### config.mk
export PLATFORM = sky130hd
export DESIGN_NAME = cache_control
export DESIGN_NICKNAME = d
export VERILOG_FILES = /design/src/cache_pkg.sv /design/src/cache_control.sv
export VERILOG_INCLUDE_DIRS = /design/src
export SDC_FILE = /design/constraint.sdc
export NUM_CORES = 1
export LEC_CHECK = 0
export BUFFER_PORTS_ARGS = -buffer_cell sky130_fd_sc_hd__buf_2
export CORE_MARGIN = 2
export CORE_UTILIZATION = 14
export DETAILED_ROUTE_END_ITERATION = 8
export GPL_TIMING_DRIVEN = 0
export PLACE_DENSITY = 0.87
export SLEW_MARGIN = 20
export SYNTH_ARGS = -nofsm -noshare
export SYNTH_HDL_FRONTEND = slang
export SYNTH_SLANG_ARGS = --single-unit
### constraint.sdc
create_clock -name clk -period 1.4 [get_ports clk]
set_clock_uncertainty 0.2 [all_clocks]
set_input_delay 0.14 -clock clk [delete_from_list [all_inputs] [get_ports clk]]
set_output_delay 0.14 -clock clk [all_outputs]
set_load 0.1 [all_outputs]
### src/cache_consts.svh
// Geometry is fixed here for exactly two ways and a one-beat 256-bit memory line.
`ifndef CACHE_CONSTS_SVH
`define CACHE_CONSTS_SVH

// Set index width, 8 sets.
`define CACHE_SET_BITS 3

// Byte offset within one line.
`define CACHE_OFFSET_BITS 5

// Address bits above index and offset.
`define CACHE_TAG_BITS 24

// One line is eight 32-bit words.
`define CACHE_LINE_BITS 256

`define CACHE_SETS (1 << `CACHE_SET_BITS)

// Word select inside a line.
`define CACHE_WSEL_BITS (`CACHE_OFFSET_BITS - 2)

// Register block decodes only the low address bits.
`define CACHE_APB_ADDR_BITS 4

// Register byte offsets.
`define CACHE_REG_HITS 4'h0
`define CACHE_REG_MISSES 4'h4
`define CACHE_REG_WBACKS 4'h8
`define CACHE_REG_CTRL 4'hC

`endif

### src/cache_pkg.sv
// Types assume a 32-bit CPU address and the fixed geometry of the constants header.
`include "cache_consts.svh"

package cache_pkg;

    // Same word, read raw or split into its fields.
    typedef union packed {
        logic [31:0] raw;
        struct packed {
            logic [`CACHE_TAG_BITS-1:0]  tag;
            logic [`CACHE_SET_BITS-1:0]  index;
            logic [`CACHE_WSEL_BITS-1:0] wsel;
            logic [1:0]                  boff;
        } f;
    } cache_addr_u;

    typedef struct packed {
        logic        read;
        logic        write;
        cache_addr_u addr;
        logic [31:0] wdata;
        logic [3:0]  byte_en;
    } cpu_req_t;

    typedef struct packed {
        logic        resp;
        logic [31:0] rdata;
    } cpu_rsp_t;

    typedef struct packed {
        logic                        read;
        logic                        write;
        logic [31:0]                 addr;   // Line aligned.
        logic [`CACHE_LINE_BITS-1:0] wdata;
    } pmem_req_t;

    typedef struct packed {
        logic                        resp;
        logic [`CACHE_LINE_BITS-1:0] rdata;
    } pmem_rsp_t;

    typedef struct packed {
        logic refill_load;
        logic cpu_store;
        logic lru_update;
        logic wb_select;
    } cache_ctrl_t;

    typedef struct packed {
        logic       hit;
        logic [1:0] way_hit;
        logic       victim;
        logic       victim_dirty;
    } cache_status_t;

    typedef struct packed {
        logic hit;
        logic miss;
        logic wback;
    } cache_event_t;

    typedef struct packed {
        logic                            psel;
        logic                            penable;
        logic                            pwrite;
        logic [`CACHE_APB_ADDR_BITS-1:0] paddr;
        logic [31:0]                     pwdata;
    } apb_req_t;

    typedef struct packed {
        logic [31:0] prdata;
        logic        pready;
        logic        pslverr;
    } apb_rsp_t;

endpackage

### src/cache_control.sv
// Assumes the CPU holds its request until resp and memory pulses resp once per request.
`timescale 1ns/1ps

module cache_control (
    input  logic                     clk,
    input  logic                     rst,
    input  cache_pkg::cpu_req_t      req,
    input  cache_pkg::cache_status_t status,
    input  logic                     pmem_resp,
    output logic                     resp,
    output logic                     pmem_read,
    output logic                     pmem_write,
    output cache_pkg::cache_ctrl_t   ctrl,
    output cache_pkg::cache_event_t  events
);

    enum logic [1:0] {
        IDLE,
        COMPARE_TAG,
        ALLOCATE,
        WRITE_BACK
    } state, next_state;

    logic retry;   // Second compare after a refill.

    always_comb begin
        next_state = state;
        resp       = 1'b0;
        pmem_read  = 1'b0;
        pmem_write = 1'b0;
        ctrl       = '0;
        events     = '0;
        case (state)
            IDLE: begin
                if (req.read || req.write) begin
                    next_state = COMPARE_TAG;
                end
            end
            COMPARE_TAG: begin
                if (status.hit) begin
                    resp            = 1'b1;
                    ctrl.lru_update = 1'b1;
                    ctrl.cpu_store  = req.write;
                    events.hit      = !retry;   // Refill hit is not a hit.
                    next_state      = IDLE;
                end else begin
                    events.miss = 1'b1;
                    if (status.victim_dirty) begin
                        next_state = WRITE_BACK;
                    end else begin
                        next_state = ALLOCATE;
                    end
                end
            end
            ALLOCATE: begin
                pmem_read = 1'b1;
                if (pmem_resp) begin
                    ctrl.refill_load = 1'b1;   // Line lands with the pulse.
                    next_state       = COMPARE_TAG;
                end
            end
            WRITE_BACK: begin
                pmem_write     = 1'b1;
                ctrl.wb_select = 1'b1;
                if (pmem_resp) begin
                    events.wback = 1'b1;
                    next_state   = ALLOCATE;
                end
            end
            default: begin
                next_state = IDLE;
            end
        endcase
    end

    always_ff @(posedge clk) begin
        if (rst) begin
            state <= IDLE;
        end else begin
            state <= next_state;
        end
    end

    always_ff @(posedge clk) begin
        if (rst) begin
            retry <= 1'b0;
        end else if (ctrl.refill_load) begin
            retry <= 1'b1;
        end else if (resp) begin
            retry <= 1'b0;   // Request finished.
        end
    end

    // Memory sees one command at a time.
    a_pmem_exclusive: assert property (
        @(posedge clk) disable iff (rst)
        !(pmem_read && pmem_write)
    ) else $error("pmem read and write both high");

    // CPU response only comes out of a tag compare.
    a_resp_in_compare: assert property (
        @(posedge clk) disable iff (rst)
        resp |-> (state == COMPARE_TAG)
    ) else $error("resp outside compare tag");

endmodule

# == Word-level counts from Yosys, hierarchy flattened ==
# Cells that the tools add are included.
# classes
reduce_logical,5
muxes,20
eq_ne,6
# ops
operator,count
2-bit two-way mux,7
1-bit two-way mux,12
2-bit case mux with 4 select lines,1
"2-bit inequality test, second input constant",3
"2-bit == test, second input constant",2
3-bit AND reduction,1
"2-bit by 1-bit == test with 1-bit output, second input constant",1
2-bit zero test,1
2-bit nonzero test,1
1-bit zero test,1
1-bit logical OR,1
# totals
register_bits,3

# == Depth between registers and ports, before layout ==
# logic_depth
ltp_word,4
depth_mapped,4

# == Worst setup path after synthesis ==
# Ideal clock, no wire load.
# synth_path
path_kind,register to output
start,register state[1] in the netlist's numbering
end,output port ctrl[2] in the netlist's numbering
path_stages_with_launch,4
slack_ns,-0.965
arrival_ns,2.025
n_path_buf,0
cell_sequence,dfxtp_1 nand3b_1 inv_1 and2_1
# synth_lines
item,line,text
"start, declared",cache_control.sv:22,"} state, next_state;"
"start signal, assigned",cache_control.sv:80,state <= next_state;
"end, declared",cache_control.sv:13,"output cache_pkg::cache_ctrl_t ctrl,"

==> impl_metrics.json <==
{
  "run_status": "finished, violations left",
  "failed_checks": "negative setup slack",
  "worst_setup_path_end": "ctrl[2]",
  "root_buffer": "sky130_fd_sc_hd__clkbuf_4",
  "area_growth_pct": 181,
  "timing.critical_path.slowest_cell_delay_ps": 330,
  "timing.critical_path.required_ps": 1060,
  "critical_path.reg2reg.startpoint": "state[1]$_SDFFE_PP0P_",
  "die_height_um": 42.6,
  "switching_share_pct": 40.3,
  "syn_inst": 27,
  "endpoint_kind": "primary output",
  "placed_cells": 58,
  "placeableCoreArea_sq_mm": 0.00135,
  "pin_count_of_the_biggest_net_entering_global_routing": 9,
  "postSynthRegisterBits": 3,
  "die_area_sq_mm": 0.00182,
  "worstSetupStartpointType": "register",
  "path_depth": 4,
  "power_switching_mw": 0.215,
  "critPathArrivalTime_ps": 1230,
  "die_x_um": 42.6,
  "tritoncts.num_buffers": 3,
  "internal-power_mw": 0.319,
  "postRouteWirelength_um": 719,
  "timing.hold.ws_ps": 64.2,
  "std_cell_rows": 13,
  "average_routed_wire_per_standard_cell_um": 10.3,
  "finalSetupViolations": 8,
  "netlist-cell-type-count": 18,
  "finalCritPeriodShare_pct": 112,
  "worst_r2r_endpoint": "retry$_SDFFE_PP0P_",
  "io_buffer_count": 16,
  "fin_cells": 70,
  "fraction_of_layout_cells_with_a_size_suffix_above_1_pct": 72.7,
  "timing.final.max_slew_violations": 0,
  "final.min_clock_period_ps": 1570,
  "detailed_place.area_sq_um": 320,
  "slew-limit-headroom_pct": 86.6,
  "cellPowerDensity_mw_per_mm2": 910,
  "grt_first_pass_wirelength_um": 993,
  "clkLatencyLatePin_ps": 230,
  "final_critical_path_setup_slack_ps": -173,
  "drc": 0,
  "post_drt_via_cell_ratio": 4.03,
  "io_pins": 88,
  "critical_path_peak_fanout": 3,
  "total_leakage_power_nw": 0.265,
  "rsz0062_at_grt": "yes",
  "floorplan.initialDensity_pct": 15.5,
  "worst_setup_hold_path_clk_slew_ps": 40,
  "ys_seq_area_share_pct": 28.7,
  "report.power.total_mw": 0.534,
  "syn_avg_cell_area_sq_um": 7.74,
  "seq_power_share_pct": 18.6,
  "post_synth_instance_area_sq_um": 209,
  "vdd_drop_max_v": 0.000296,
  "detail-route-antenna-nets": 0,
  "drt_first_pass_iters": 2,
  "gr-total-overflow": 0,
  "layout_fillers": 137,
  "reg2regPathDepth": 5,
  "kind_of_path_behind_the_tightest_hold_check": "input pin to register",
  "worstSetupPathType": "register to primary output",
  "critical-path-top-delay-family": "simple AND/OR/NAND/NOR gates",
  "numClockSinks": 3,
  "tritoncts_clock_tree": "built",
  "setup_crit_start": "state[1]$_SDFFE_PP0P_",
  "fin_nets": 134,
  "drt_iter0_markers": 1,
  "vias": 282,
  "max_clock_freq_mhz": 636,
  "drv.max_cap_violation_count": 0,
  "cp_num_buf_inv": 2,
  "pwr-share-clk_pct": 28.3,
  "slew_worst_pin_ps": 200,
  "initial_antenna_violation_count": 0,
  "grt_pass1_vias": 238,
  "comb_power_share_pct": 53.1,
  "rrSetupSlack_ps": 50,
  "antenna-diode-count": 0,
  "ordered_list_of_cells_on_the_worst_path": "nand3b_1 -> clkinvlp_4 -> and2_4 -> buf_12",
  "layout.cell_area.non_filler_sq_um": 587,
  "critical-path-slowest-cell": "sky130_fd_sc_hd__dfxtp_4",
  "syn_nets": 105,
  "cts.path.max_buffers": 2,
  "gp_congestion": 0.772,
  "tns_ps": -753,
  "grt_usage_pct": 7.97,
  "hold_viol_final": 0,
  "cts_htree_levels": 1,
  "yosysWarnings": 0
}
[kinds of logic (layout without fill, tap and decap cells)]
kind of cell    after synthesis  count (layout)  synth area share (%)
flops                         3               3                  28.7
buf+inv                       5              33                  16.2
simple gates                 12              12                  34.7
compound gates                6               6                  16.2
xor+xnor                      1               1                  4.19
[worst reg2reg max path: stages (launching register included)]
cell and delay (ps):
sky130_fd_sc_hd__dfxtp_4 330, sky130_fd_sc_hd__buf_4 150, sky130_fd_sc_hd__and3b_2 230, sky130_fd_sc_hd__buf_4 140
sky130_fd_sc_hd__a21oi_1 130, sky130_fd_sc_hd__nor2_1 50
[cell usage in the layout (no fill, tap or decap), types with 2 or more instances in the layout]
master                      n
sky130_fd_sc_hd__buf_6      2
sky130_fd_sc_hd__and2_4     2
sky130_fd_sc_hd__buf_2      6
sky130_fd_sc_hd__a21oi_1    3
sky130_fd_sc_hd__dfxtp_4    2
sky130_fd_sc_hd__clkbuf_4   3
sky130_fd_sc_hd__nor2_1     2
sky130_fd_sc_hd__buf_12    10
sky130_fd_sc_hd__buf_4      8
[sequential cells by signal, indices dropped and copies added (netlist names)]
signal / cells
state: 2
retry: 1
[routing by layer]
layer	global-route usage [%]	share of wire [%]
met1	7.18	38
met2	12.4	55
met3	5.60	6.0
met4	5.63	0.70
met5	0	0
[Yosys cell counts]
library cell               number  area [sq um]
sky130_fd_sc_hd__a21oi_1        3          15.0
sky130_fd_sc_hd__and2_1         1          6.26
sky130_fd_sc_hd__and2_2         1          7.51
sky130_fd_sc_hd__and2b_2        1          8.76
sky130_fd_sc_hd__and3_2         1          7.51
sky130_fd_sc_hd__and3b_2        1          10.0
sky130_fd_sc_hd__buf_4          2          15.0
sky130_fd_sc_hd__buf_6          1          11.3
sky130_fd_sc_hd__dfxtp_1        3          60.1
sky130_fd_sc_hd__inv_1          2          7.51
sky130_fd_sc_hd__nand2_1        1          3.75
sky130_fd_sc_hd__nand2b_1       1          6.26
sky130_fd_sc_hd__nand3b_1       1          7.51
sky130_fd_sc_hd__nor2_1         4          15.0
sky130_fd_sc_hd__o21a_1         1          7.51
sky130_fd_sc_hd__o21ai_0        1          5.00
sky130_fd_sc_hd__o22ai_1        1          6.26
sky130_fd_sc_hd__xnor2_1        1          8.76
[through the flow]
stage / util, % / setup slack (ps)
6_report: 43.5 / -173
3_3_place_gp: 23.7 / -200
4_1_cts: 36.2 / -223
2_1_floorplan: - / -405
5_1_grt: 43.5 / -230
3_5_place_dp: 23.7 / -199
[worst min path at each step]
stage	end	from	cells after the start
final	state[1]$_SDFFE_PP0P_	status[4]	3
after global placement	state[1]$_SDFFE_PP0P_	rst	2
after CTS	state[1]$_SDFFE_PP0P_	status[4]	3
after floorplan	state[1]$_SDFFE_PP0P_	rst	1
after global routing	state[1]$_SDFFE_PP0P_	status[4]	3
after detailed placement	state[1]$_SDFFE_PP0P_	rst	2
[power by group through the flow]
stage	Sequential, mW	Combinational [mW]	Clock, mW
3_3_place_gp	0.0996	0.187	0
4_1_cts	0.102	0.238	0.159
6_report	0.0991	0.284	0.151
3_5_place_dp	0.0999	0.188	0
5_1_grt	0.0999	0.295	0.169
2_1_floorplan	0.0988	0.160	0
[what timing repair did]
item                       4_1_cts  5_1_grt
setup buffers                    4        4
hold buffers                     1        0
hold endpoints to repair         3        0
pin swaps                        2        4
setup endpoints to repair       10        9
gates resized for setup         33       16
[layout make-up]
| class | count | area [sq um] | share of cell area (%) |
|---|---|---|---|
| sequential | 3 | 67.6 | 11.5 |
| clock buffer | 4 | 26.3 | 4.48 |
| tap | 15 | 18.8 | 3.20 |
| inverter | 2 | 11.3 | 1.92 |
| buffer | 2 | 15.0 | 2.56 |
| timing repair buffer | 25 | 308 | 52.5 |
| multi-input combinational | 19 | 140 | 23.9 |
(Power assumes the default switching activity.)
