$ cat src/cache_consts.svh
// Geometry is fixed here for exactly two ways and a one-beat 256-bit memory line.
`ifndef CACHE_CONSTS_SVH
`define CACHE_CONSTS_SVH

// Set index width, 8 sets.
`define CACHE_SET_BITS 3

// Byte offset within one line.
`define CACHE_OFFSET_BITS 5

// Address bits above index and offset.
`define CACHE_TAG_BITS 24

// One line is eight 32-bit words.
`define CACHE_LINE_BITS 256

`define CACHE_SETS (1 << `CACHE_SET_BITS)

// Word select inside a line.
`define CACHE_WSEL_BITS (`CACHE_OFFSET_BITS - 2)

// Register block decodes only the low address bits.
`define CACHE_APB_ADDR_BITS 4

// Register byte offsets.
`define CACHE_REG_HITS 4'h0
`define CACHE_REG_MISSES 4'h4
`define CACHE_REG_WBACKS 4'h8
`define CACHE_REG_CTRL 4'hC

`endif

$ cat src/cache_pkg.sv
// Types assume a 32-bit CPU address and the fixed geometry of the constants header.
`include "cache_consts.svh"

package cache_pkg;

    // Same word, read raw or split into its fields.
    typedef union packed {
        logic [31:0] raw;
        struct packed {
            logic [`CACHE_TAG_BITS-1:0]  tag;
            logic [`CACHE_SET_BITS-1:0]  index;
            logic [`CACHE_WSEL_BITS-1:0] wsel;
            logic [1:0]                  boff;
        } f;
    } cache_addr_u;

    typedef struct packed {
        logic        read;
        logic        write;
        cache_addr_u addr;
        logic [31:0] wdata;
        logic [3:0]  byte_en;
    } cpu_req_t;

    typedef struct packed {
        logic        resp;
        logic [31:0] rdata;
    } cpu_rsp_t;

    typedef struct packed {
        logic                        read;
        logic                        write;
        logic [31:0]                 addr;   // Line aligned.
        logic [`CACHE_LINE_BITS-1:0] wdata;
    } pmem_req_t;

    typedef struct packed {
        logic                        resp;
        logic [`CACHE_LINE_BITS-1:0] rdata;
    } pmem_rsp_t;

    typedef struct packed {
        logic refill_load;
        logic cpu_store;
        logic lru_update;
        logic wb_select;
    } cache_ctrl_t;

    typedef struct packed {
        logic       hit;
        logic [1:0] way_hit;
        logic       victim;
        logic       victim_dirty;
    } cache_status_t;

    typedef struct packed {
        logic hit;
        logic miss;
        logic wback;
    } cache_event_t;

    typedef struct packed {
        logic                            psel;
        logic                            penable;
        logic                            pwrite;
        logic [`CACHE_APB_ADDR_BITS-1:0] paddr;
        logic [31:0]                     pwdata;
    } apb_req_t;

    typedef struct packed {
        logic [31:0] prdata;
        logic        pready;
        logic        pslverr;
    } apb_rsp_t;

endpackage

$ cat src/cache_regs.sv
// APB slave with zero wait states; counters saturate and clear when CTRL bit 0 is written.
`timescale 1ns/1ps
`include "cache_consts.svh"

module cache_regs (
    input  logic                    clk,
    input  logic                    rst,
    input  cache_pkg::apb_req_t     apb_req,
    input  cache_pkg::cache_event_t events,
    output cache_pkg::apb_rsp_t     apb_rsp
);

    logic [31:0] hits;
    logic [31:0] misses;
    logic [31:0] wbacks;
    logic        access;
    logic        reg_ok;
    logic        clear;
    logic [31:0] rd_mux;

    function automatic logic [31:0] sat_inc(input logic [31:0] v, input logic en);
        if (en && (v != '1)) begin
            return v + 32'd1;
        end
        return v;
    endfunction

    assign access = apb_req.psel && apb_req.penable;
    assign clear  = access && apb_req.pwrite && (apb_req.paddr == `CACHE_REG_CTRL) &&
                    apb_req.pwdata[0];

    always_comb begin
        reg_ok = 1'b1;
        rd_mux = '0;
        case (apb_req.paddr)
            `CACHE_REG_HITS:   rd_mux = hits;
            `CACHE_REG_MISSES: rd_mux = misses;
            `CACHE_REG_WBACKS: rd_mux = wbacks;
            `CACHE_REG_CTRL:   rd_mux = '0;   // Write only.
            default:           reg_ok = 1'b0;
        endcase
    end

    always_comb begin
        apb_rsp.prdata  = rd_mux;
        apb_rsp.pready  = 1'b1;
        apb_rsp.pslverr = access && !reg_ok;
    end

    always_ff @(posedge clk) begin
        if (rst || clear) begin
            hits   <= '0;
            misses <= '0;
            wbacks <= '0;
        end else begin
            hits   <= sat_inc(hits, events.hit);
            misses <= sat_inc(misses, events.miss);
            wbacks <= sat_inc(wbacks, events.wback);
        end
    end

    // Controller states are exclusive, so at most one event per cycle.
    a_single_event: assert property (
        @(posedge clk) disable iff (rst)
        $onehot0({events.hit, events.miss, events.wback})
    ) else $error("more than one cache event in a cycle");

endmodule

$ cat config.mk
export PLATFORM = sky130hd
export DESIGN_NAME = cache_regs
export DESIGN_NICKNAME = d
export VERILOG_FILES = /design/src/cache_pkg.sv /design/src/cache_regs.sv
export VERILOG_INCLUDE_DIRS = /design/src
export SDC_FILE = /design/constraint.sdc
export NUM_CORES = 1
export LEC_CHECK = 0
export ABC_CLOCK_PERIOD_IN_PS = 2380
export BUFFER_PORTS_ARGS = -buffer_cell sky130_fd_sc_hd__buf_4
export CAP_MARGIN = 40
export CORE_MARGIN = 2
export CORE_UTILIZATION = 38
export CTS_CLUSTER_SIZE = 20
export DETAILED_ROUTE_END_ITERATION = 10
export PLACE_DENSITY = 0.68
export SLEW_MARGIN = 20
export SYNTH_ARGS = -nofsm -noshare
export SYNTH_HDL_FRONTEND = slang
export SYNTH_SLANG_ARGS = --single-unit
$ cat constraint.sdc
create_clock -name clk -period 2.38 [get_ports clk]
set_input_delay 0.119 -clock clk [delete_from_list [all_inputs] [get_ports clk]]
set_output_delay 0.119 -clock clk [all_outputs]
set_load 0.02 [all_outputs]
* Yosys cells after proc, flatten, opt, wreduce, memory -nomap -nowiden *
Index checks and enable logic that the tools add are counted.

word-level totals
  register bits = 96

operators by class
  reductions and logical operators = 12
  muxes and demuxes = 11
  eq/ne operators = 6
  add/sub/neg operators = 3

operator list
  cell                                           number
  adder 32 x 1 -> 32 bit, second input constant  3
  two-way mux 32 bit                             3
  inequality test 32 bit, second input constant  3
  case mux 32 bit (3 select lines)               1
  == test 4 bit, second input constant           2
  logical AND 1 bit                              8
  two-way mux 1 bit                              7
  == test 4 x 3 -> 1 bit, second input constant  1
  zero test 4 bit                                1
  OR reduction 4 bit                             1
  zero test 1 bit                                1
  logical OR 1 bit                               1

* Depth between registers and ports, before layout *
Gate-level depths: netlist of the first run.

  word-level depth = 6
  mapped depth = 7

* Worst setup path after synthesis of the first run *
No wires, ideal clock.

  kind = reg-to-reg
  start point = register misses[2]
  end point = register misses[28]
  library setup time = 59 ps
  period minus slack after synthesis = 2014 ps
  buffers on the path = 0
  path slack = 366 ps
  data arrival time = 1955 ps
  data required time = 2321 ps
  stages on the path, launching flop included = 6
  cell sequence = dfxtp_1 -> nand4_2 -> or4_4 -> a211o_1 -> or4_1 -> nand2_1

on the way
  longest elaborated chain between the ends = 4
  elaborated cells between the ends (all ways) = 6
  classes of those cells = add/sub: 1; eq/ne: 1; mux: 3; reduce/logical: 1

RTL lines
  item                                                                            line              RTL
  start: declaration                                                              cache_regs.sv:14  logic [31:0] misses;
  start signal: assignment                                                        cache_regs.sv:57  misses <= sat_inc(misses, events.miss);
  parallel branches: the longest is 4 deep, another holds adder 32 x 1 -> 32 bit  -

Parallel ways; which one is timed is not known. The select of a mux whose other input is x is not followed.
A chain may end at the register's enable or synchronous reset.

* Worst setup path in the final report of the first run *
  start point = register misses[3]
  end point = register misses[28]

Same word-level chain as after synthesis.

==> flow_summary.json, run 1 <==
{
  "hold_buffers": 0,
  "final_core_util_pct": 46.5,
  "leakage_nw": 2.34,
  "critPathLaunch": "misses[3]$_SDFFE_PP0P_",
  "worstPathRequired_ps": 2670,
  "fin_skew_ps": 6.54,
  "top_layer": "met4",
  "viasPerCell": 6.08,
  "rsz0062_at_grt": "no",
  "max_freq_ghz": 0.452,
  "cts_buffers": 9,
  "clock_sinks": 96,
  "drc": 0,
  "io_pins": 78,
  "worstHoldPathType": "in -> reg",
  "coreArea_um2": 13900,
  "slowest_delay_ps": 610,
  "synth_flop_cell": "dfxtp_1",
  "die-area_um2": 15200,
  "max-slew-margin-rel_pct": 60.8,
  "finalNetCount": 790,
  "slowest_stage": "or4_4",
  "path_depth": 5,
  "reg2reg_setup_slack_ps": 170,
  "finalCritPeriodShare_pct": 92.9,
  "status": "finished clean",
  "area_growth_pct": 19.8,
  "hold_violations": 0,
  "clkTransAtPathRegs_ps": 70,
  "ant_nets": 0,
  "gp_congestion": 0.895,
  "wl_met1_mm": 7.26,
  "ir_drop_mv": 0.426,
  "num_antenna_cells": 0,
  "slew_viol_final": 0,
  "grt_max_degree": 40,
  "cts.path.max_buffers": 2,
  "dp.final_hpwl_mm": 11.7,
  "clk_latency_ps": 350,
  "ys_types": 53,
  "synth_edf_count": 0,
  "worst_setup_path_start_kind": "flop",
  "rr_startpoint": "misses[3]$_SDFFE_PP0P_",
  "synthesis.instances": 694,
  "initial_core_util_pct": 38.8,
  "cp_max_fo": 7,
  "antenna_found_initial": 0,
  "final_area_um2": 6460,
  "worst_pin_slew_ps": 585,
  "worstSetupEndpoint": "misses[28]$_SDFFE_PP0P_",
  "cts_resized": 0,
  "dr_wl_met2_mm": 7.64,
  "first_pass_iters": 5,
  "layout_common_cells": "nand2_1, dfxtp_1, buf_4",
  "first_iter_violations": 511,
  "holdWs_ps": 207,
  "worstPathArrival_ps": 2500,
  "grt_pass1_wl_mm": 25.7,
  "final_common_cell": "nand2_1",
  "synth_seq_cells": 96,
  "p_per_area_nw_per_um2": 554,
  "h-tree-depth": 3,
  "setup_tns_ps": 0,
  "drive_gt1_share_pct": 14.6,
  "syn_area_um2": 5390,
  "final.min_clock_period_ps": 2210,
  "cts_setup_buffers": 0,
  "synth_warnings": 0,
  "vias": 5642,
  "num_rows": 43,
  "cp_cell_sequence": "nand4_2 -> or4_4 -> a211o_1 -> or4_1 -> nand2_1",
  "maxCapViolCount": 0,
  "path_buf_inv": 0,
  "r2r_cells": 5,
  "synth.avg_cell_area_um2": 7.77,
  "cts_root_buffer": "clkbuf_16",
  "port_buffers": 45,
  "wl_met3_um": 838,
  "ys_seq_area_share_pct": 35.7,
  "track_usage_pct": 21.4,
  "syn-num-nets": 741,
  "dp_slack_ps": 166,
  "critPathKind": "reg -> reg",
  "synth-async-reset-ratio_pct": 0,
  "worstSetupEndpointType": "flop",
  "grt_pass1_vias": 5191,
  "grt_overflow": 0,
  "wl_per_cell_um": 17.4,
  "die_w_um": 123,
  "routed_wl_mm": 16.1,
  "worstReg2RegEnd": "misses[28]$_SDFFE_PP0P_",
  "cts_tree": "yes",
  "critPathTopFamily": "simple AND/OR/NAND/NOR gates",
  "finalSetupViolations": 0,
  "die_y_um": 123,
  "placed_area_um2": 6070,
  "setup_slack_ps": 169
}
-- cells in the mapped netlist (all sizes together) (2+ instances only) --
master	n	area, um^2
a41o	2	20.0
nand2	131	492
dfxtp	96	1920
o2111ai	2	17.5
nor4b	2	17.5
nor2	37	139
a21o	2	15.0
nand2b	2	12.5
o31a	2	17.5
mux2i	3	30.0
o311ai	2	17.5
o211ai	19	143
and4	16	140
nor3b	2	15.0
ha	3	37.5
xnor2	7	61.3
nor3	7	46.3
and2	5	31.3
inv	9	33.8
nand4	25	169
or3	24	150
a41oi	2	17.5
o21a	3	22.5
a31oi	6	37.5
xor2	17	149
nand4b	3	26.3
a22oi	32	240
clkbuf	32	121
o31ai	21	163
nand3	32	160
buf	6	35.0
and3	9	56.3
or4	40	304
nor4	10	87.6
o21ai	29	145
a21oi	46	230
-- logic make-up (layout without fill, tap and decap cells) --
kind of cell	Yosys count	after routing	share of synthesized area, %
xor gates and xnor gates	24	24	3.90
adders and majority gates	3	3	0.696
AOI/OAI and AO/OA	173	173	21.0
buffers and inverters	47	101	3.53
other	1	1	0.0696
DFF	96	96	35.7
and+or+nand+nor	347	347	34.6
muxes	3	3	0.557
-- final cells by class --
| cell class | instances | area (um^2) |
|---|---|---|
| timing repair buffer | 76 | 583 |
| fill | 1362 | 7420 |
| multi-input combinational | 551 | 3320 |
| sequential | 96 | 1920 |
| clock buffer | 10 | 239 |
| inverter | 9 | 33.8 |
| clock inverter | 6 | 130 |
| tap | 180 | 225 |
-- registers in the layout, summed over array words and instances, names as in the netlist --
register / flops
wbacks: 32
misses: 32
hits: 32
-- how the worst min path moves through the flow --
stage	cells after the start	start	endpoint	slack, ps
floorplan	3	rst	misses[29]$_SDFFE_PP0P_	320
global placement	2	wbacks[27]$_SDFFE_PP0P_	wbacks[27]$_SDFFE_PP0P_	470
detailed placement	2	wbacks[31]$_SDFFE_PP0P_	wbacks[31]$_SDFFE_PP0P_	480
CTS	3	events[2]	hits[1]$_SDFFE_PP0P_	200
global route	4	events[2]	hits[0]$_SDFFE_PP0P_	230
finish	3	events[2]	hits[1]$_SDFFE_PP0P_	210
-- worst reg2reg max path: stages, from the launching register on --
cell and delay, ps:
dfxtp_1 430, nand4_2 230, or4_4 610, a211o_1 330, or4_1 480, nand2_1 70
-- metal layers --
layer	vias up	global-route usage [%]
li1	2728	-
met1	2719	28.5
met2	163	35.2
met3	32	3.27
met4	0	7.81
met5	-	0
-- power by group --
part	internal (W)	switching, W
clock	0.00116	0.000632
sequential	0.00162	0.00000996
combinational	0.0000550	0.000104
total	0.00283	0.000747
-- stage by stage --
stage / instances / power, W
floorplan: 694 / 0.00175
global placement: 912 / 0.00181
detailed placement: 912 / 0.00182
CTS: 928 / 0.00359
global route: 928 / 0.00369
finish: 928 / 0.00358
No activity file was read; power rests on OpenSTA's default activity.
==> inputs of run 2 (changes only) <==
--- a/config.mk
+++ b/config.mk
@@ -10,10 +10,10 @@
 export BUFFER_PORTS_ARGS = -buffer_cell sky130_fd_sc_hd__buf_4
 export CAP_MARGIN = 40
 export CORE_MARGIN = 2
-export CORE_UTILIZATION = 38
+export CORE_UTILIZATION = 58
 export CTS_CLUSTER_SIZE = 20
 export DETAILED_ROUTE_END_ITERATION = 10
-export PLACE_DENSITY = 0.68
+export PLACE_DENSITY = 0.92
 export SLEW_MARGIN = 20
 export SYNTH_ARGS = -nofsm -noshare
 export SYNTH_HDL_FRONTEND = slang
==> run 2 against run 1 <==
Effect of this change:
- power is 17% lower
- clock-buffer cell count is 1 lower
- sequential share of layout area is 1.5 points higher
- worst hold slack worse by 65 ps
- global-route usage is 8.8 points higher
- routed wire length is 4.2% lower
- cell count is 8.5% lower
- clock power is 34% lower
- combinational power is 8% lower
- design area is 4.7% lower
- sequential power hardly changed
- non-clock buffer count is 10 lower
- critical endpoint unchanged
- largest cell class unchanged
- highest routed layer unchanged
==> flow_summary.json, run 2 (synthesis results as in run 1) <==
{
  "fillers": 732,
  "slew_viol_final": 0,
  "num_antenna_cells": 0,
  "grt_max_degree": 89,
  "slowest_stage": "or4_4",
  "p_sw_share_pct": 23.7,
  "maxCapViolCount": 0,
  "max_freq_ghz": 0.437,
  "io_pins": 78,
  "die_w_um": 100,
  "num_rows": 35,
  "cts_tree": "yes",
  "grt_pass1_vias": 5203,
  "vias": 5798,
  "setup_tns_ps": 0,
  "cts_buffers": 9,
  "wl_per_cell_um": 18.2,
  "first_iter_violations": 587,
  "rr_startpoint": "misses[3]$_SDFFE_PP0P_",
  "cts.path.max_buffers": 2,
  "gp_congestion": 0.951,
  "leakage_nw": 2.21,
  "p_comb_share_pct": 4.9,
  "drive_gt1_share_pct": 14.0,
  "p_per_area_nw_per_um2": 481,
  "final.min_clock_period_ps": 2290,
  "h-tree-depth": 3,
  "cp_max_fo": 7,
  "area_growth_pct": 14.1,
  "die-area_um2": 10100,
  "grt_overflow": 0,
  "worst_setup_path_start_kind": "flop",
  "clock_sinks": 96,
  "initial_core_util_pct": 59.2,
  "top_regs": "hits x32, misses x32, wbacks x32",
  "finalCritPeriodShare_pct": 96.2,
  "hold_violations": 0,
  "status": "finished clean",
  "worstHoldStart": "events[2]",
  "rsz0062_at_grt": "yes",
  "dp.final_hpwl_mm": 10.8,
  "die_y_um": 100,
  "p_int_w": 0.00226,
  "worst_pin_slew_ps": 560,
  "dp_slack_ps": 115,
  "clkTransAtPathRegs_ps": 100,
  "finalSetupViolations": 0,
  "grt_pass1_wl_mm": 24.5,
  "final_common_cell": "nand2_1",
  "first_pass_iters": 6,
  "clk_latency_ps": 370,
  "finalNetCount": 780,
  "slowest_delay_ps": 610,
  "layout_common_cells": "nand2_1, dfxtp_1, buf_4",
  "worstPathRequired_ps": 2700,
  "pwr-share-clk_pct": 40.0,
  "port_buffers": 45,
  "cp_cell_sequence": "nand4_2 -> or4_4 -> a211o_1 -> or4_1 -> nand2_1",
  "worstSetupEndpointType": "flop",
  "viasPerCell": 6.83,
  "critPathLaunch": "misses[3]$_SDFFE_PP0P_",
  "cts_root_buffer": "clkbuf_8",
  "fin_skew_ps": 12.0,
  "drc": 0,
  "worstPathArrival_ps": 2610,
  "coreArea_um2": 9110,
  "critPathKind": "reg -> reg",
  "ant_nets": 0,
  "routed_wl_mm": 15.4,
  "cts_setup_buffers": 0,
  "ir_drop_mv": 0.354,
  "antenna_found_initial": 0,
  "track_usage_pct": 30.3,
  "max-slew-margin-rel_pct": 62.5,
  "switchingPower_w": 0.000702,
  "setup_slack_ps": 89.6,
  "worstHoldPathType": "in -> reg",
  "seq_power_share_pct": 55.0
}
run 2: changes by cell type in the layout (fill, tap and decap cells not counted), sizes merged:
cell      change
buf          -10
bufinv        -2
clkinvlp      +2
clkbuf        -1
inv           +1
run 2: through the flow:
step | utilization (%) | instances | area (um^2) | power (W) | hold WS [ps]
global route | 67.5 | 849 | 6150 | 0.00303 | 154
detailed placement | 64.9 | 833 | 5910 | 0.00181 | 488
floorplan | - | 694 | 5390 | 0.00175 | 315
finish | 67.5 | 849 | 6150 | 0.00296 | 142
CTS | 67.3 | 849 | 6130 | 0.00296 | 135
global placement | 64.9 | 833 | 5910 | 0.00180 | 473
run 2: worst paths after layout:
| path | end | slack (ps) | depth (start not counted) |
|---|---|---|---|
| worst min-delay path | hits[1]$_SDFFE_PP0P_ | 140 | 3 |
| worst min register to register | wbacks[27]$_SDFFE_PP0P_ | 500 | 2 |
| worst max-delay path | misses[28]$_SDFFE_PP0P_ | 90 | 5 |
| worst max register to register | misses[28]$_SDFFE_PP0P_ | 90 | 5 |
run 2: routing by layer:
layer  share of wire, %  global-route usage [%]  vias up
li1                   -                       -     2712
met1                 41                    38.2     2698
met2                 47                    49.9      308
met3                7.2                    4.39       80
met4                4.9                    16.2        0
met5                  0                       0        -
run 2: layout make-up:
class                      instances  area (um^2)  share of cell area (%)
clock buffer                       9          124                    2.01
multi-input combinational        551         3330                    54.1
sequential                        96         1920                    31.3
clock inverter                     7         93.8                    1.53
tap                              111          139                    2.26
inverter                           9         33.8                   0.549
timing repair buffer              66          508                    8.26
run 2: timing repair:
action / 4_1_cts / 5_1_grt
setup endpoints to repair: 0 / 14
hold buffers: 0 / 0
resized for setup: 0 / 7
run 2: power groups by stage:
stage | combinational (W) | sequential (W) | clock, W
2_1_floorplan | 0.0000816 | 0.00166 | 0
3_3_place_gp | 0.000134 | 0.00166 | 0
3_5_place_dp | 0.000142 | 0.00167 | 0
4_1_cts | 0.000143 | 0.00163 | 0.00119
5_1_grt | 0.000158 | 0.00163 | 0.00124
6_report | 0.000146 | 0.00163 | 0.00118
run 2: critical path, delay by kind of cell, from the launching register on:
family	cells	cell delay (ps)
flip-flops	1	460
AND/OR/NAND/NOR	4	1450
AO/OA/AOI/OAI	1	340
==> inputs of run 3 (changes only) <==
--- a/config.mk
+++ b/config.mk
@@ -9,11 +9,11 @@
 export ABC_CLOCK_PERIOD_IN_PS = 2380
 export BUFFER_PORTS_ARGS = -buffer_cell sky130_fd_sc_hd__buf_4
 export CAP_MARGIN = 40
-export CORE_MARGIN = 2
-export CORE_UTILIZATION = 58
+export CORE_MARGIN = 5
+export CORE_UTILIZATION = 25
 export CTS_CLUSTER_SIZE = 20
 export DETAILED_ROUTE_END_ITERATION = 10
-export PLACE_DENSITY = 0.92
+export PLACE_DENSITY = 0.52
 export SLEW_MARGIN = 20
 export SYNTH_ARGS = -nofsm -noshare
 export SYNTH_HDL_FRONTEND = slang
==> run 3 against run 2 <==
Effect of this change:
- utilization down 37 points
- routed wire length rose by 9.9%
- first-iteration DRC count decreased by 34%
- flip-flop and latch count unchanged
- sequential share of layout area shrank 2.0 points
- fmax rose by 3.0%
- power is 8.1% higher
==> flow_summary.json, run 3 (synthesis results as in run 1) <==
{
  "worst_setup_path_start_kind": "flop",
  "worstPathArrival_ps": 2510,
  "maxCapViolCount": 0,
  "critPathKind": "reg -> reg",
  "worstSetupEndpointType": "flop",
  "cts.path.max_buffers": 2,
  "rsz0062_at_grt": "no",
  "routed_wl_mm": 17.0,
  "first_iter_violations": 389,
  "p_per_area_nw_per_um2": 488,
  "num_antenna_cells": 0,
  "holdWs_ps": 169,
  "first_pass_iters": 5,
  "worstReg2RegEnd": "hits[21]$_SDFFE_PP0P_",
  "worst_pin_slew_ps": 631,
  "grt_max_degree": 46,
  "cts_root_buffer": "clkbuf_16",
  "grt_util_met2_pct": 21.0,
  "busiest_layer": "met2",
  "die_y_um": 157,
  "leakage_nw": 2.32,
  "hold_buffers": 0,
  "clkTransAtPathRegs_ps": 70,
  "gp_congestion": 0.854,
  "setup_tns_ps": 0,
  "grt_pass1_wl_mm": 26.5,
  "io_pins": 78,
  "initial_core_util_pct": 25.5,
  "top_regs": "hits x32, misses x32, wbacks x32",
  "coreArea_um2": 21200,
  "final_area_um2": 6560,
  "hold_violations": 0,
  "dp.final_hpwl_mm": 12.2,
  "port_buffers": 45,
  "fillers": 2278,
  "drive_gt1_share_pct": 15.3,
  "h-tree-depth": 3,
  "die_w_um": 157,
  "track_usage_pct": 13.6,
  "grt_overflow": 0,
  "ant_nets": 0,
  "r2r_cells": 5,
  "cts_resized": 0,
  "status": "finished clean",
  "cp_max_fo": 10,
  "die-area_um2": 24600,
  "cts_setup_buffers": 0,
  "grtUsageMet3_pct": 2.68,
  "grt.met1_usage_pct": 19.3,
  "antenna_found_initial": 0,
  "vias": 5423,
  "clock_sinks": 96,
  "cts_tree": "yes",
  "reg2reg_setup_slack_ps": 160,
  "worstSetupEndpoint": "hits[21]$_SDFFE_PP0P_",
  "viasPerCell": 5.26,
  "worstHoldPathType": "in -> reg",
  "worstPathRequired_ps": 2670,
  "placed_area_um2": 6270,
  "ir_drop_mv": 0.251,
  "final.min_clock_period_ps": 2220,
  "area_growth_pct": 21.7,
  "max-slew-margin-rel_pct": 57.5,
  "finalSetupViolations": 0,
  "num_rows": 53,
  "finalNetCount": 798,
  "rr_startpoint": "hits[14]$_SDFFE_PP0P_",
  "critPathLaunch": "hits[14]$_SDFFE_PP0P_",
  "layout_common_cells": "nand2_1, dfxtp_1, buf_4",
  "grt_pass1_vias": 4735,
  "drc": 0,
  "worstHoldStart": "events[2]",
  "clk_latency_ps": 360,
  "fin_skew_ps": 6.63,
  "wl_per_cell_um": 16.5,
  "cts_buffers": 9,
  "max_freq_ghz": 0.450,
  "slew_viol_final": 0,
  "finalCritPeriodShare_pct": 93.4,
  "final_common_cell": "nand2_1"
}
-- run 3: cell types whose count changed in the layout (fill, tap and decap cells not counted), sizes merged --
| cell | change |
|---|---|
| buf | +18 |
| bufinv | -2 |
| clkinv | +3 |
| inv | -1 |
-- run 3: how the worst min path moves through the flow --
stage | end | slack [ps] | depth (start not counted)
3_5_place_dp | wbacks[12]$_SDFFE_PP0P_ | 490 | 2
2_1_floorplan | misses[29]$_SDFFE_PP0P_ | 320 | 3
6_report | hits[1]$_SDFFE_PP0P_ | 170 | 3
4_1_cts | hits[1]$_SDFFE_PP0P_ | 150 | 3
3_3_place_gp | wbacks[27]$_SDFFE_PP0P_ | 480 | 2
5_1_grt | hits[1]$_SDFFE_PP0P_ | 180 | 3
-- run 3: stage by stage --
stage | util (%) | instances | setup slack [ps] | power (W)
2_1_floorplan | - | 694 | 366 | 0.00175
3_3_place_gp | 29.7 | 1015 | 205 | 0.00182
3_5_place_dp | 29.7 | 1015 | 198 | 0.00182
4_1_cts | 31.0 | 1031 | 166 | 0.00325
5_1_grt | 31.0 | 1031 | 0.615 | 0.00333
6_report | 31.0 | 1031 | 156 | 0.00320
-- run 3: area by class of cell --
| class | instances | area, um^2 | area share, % |
|---|---|---|---|
| Multi-Input combinational cell | 551 | 3310 | 50.4 |
| Sequential cell | 96 | 1920 | 29.3 |
| Timing Repair Buffer | 84 | 668 | 10.2 |
| Tap cell | 275 | 344 | 5.25 |
| Clock buffer | 9 | 225 | 3.43 |
| Clock inverter | 7 | 58.8 | 0.897 |
| Inverter | 9 | 33.8 | 0.515 |
-- run 3: worst max-delay path, cell delays in order, from the launching register on --
cell	delay, ps
dfxtp_1	420
nand4_2	120
or4_1	770
o31ai_2	540
o21ai_0	170
a21oi_1	140
-- run 3: report_power, final --
group	internal [W]	switching (W)
sequential	0.00162	0.00000828
clock	0.000718	0.000697
combinational	0.0000564	0.000103
total	0.00239	0.000809
-- run 3: layer usage --
metal | share of wire (%) | vias up
met3 | 3.8 | 20
met4 | 1.6 | 0
met1 | 49 | 2568
met2 | 46 | 108
met5 | 0 | -
li1 | - | 2727
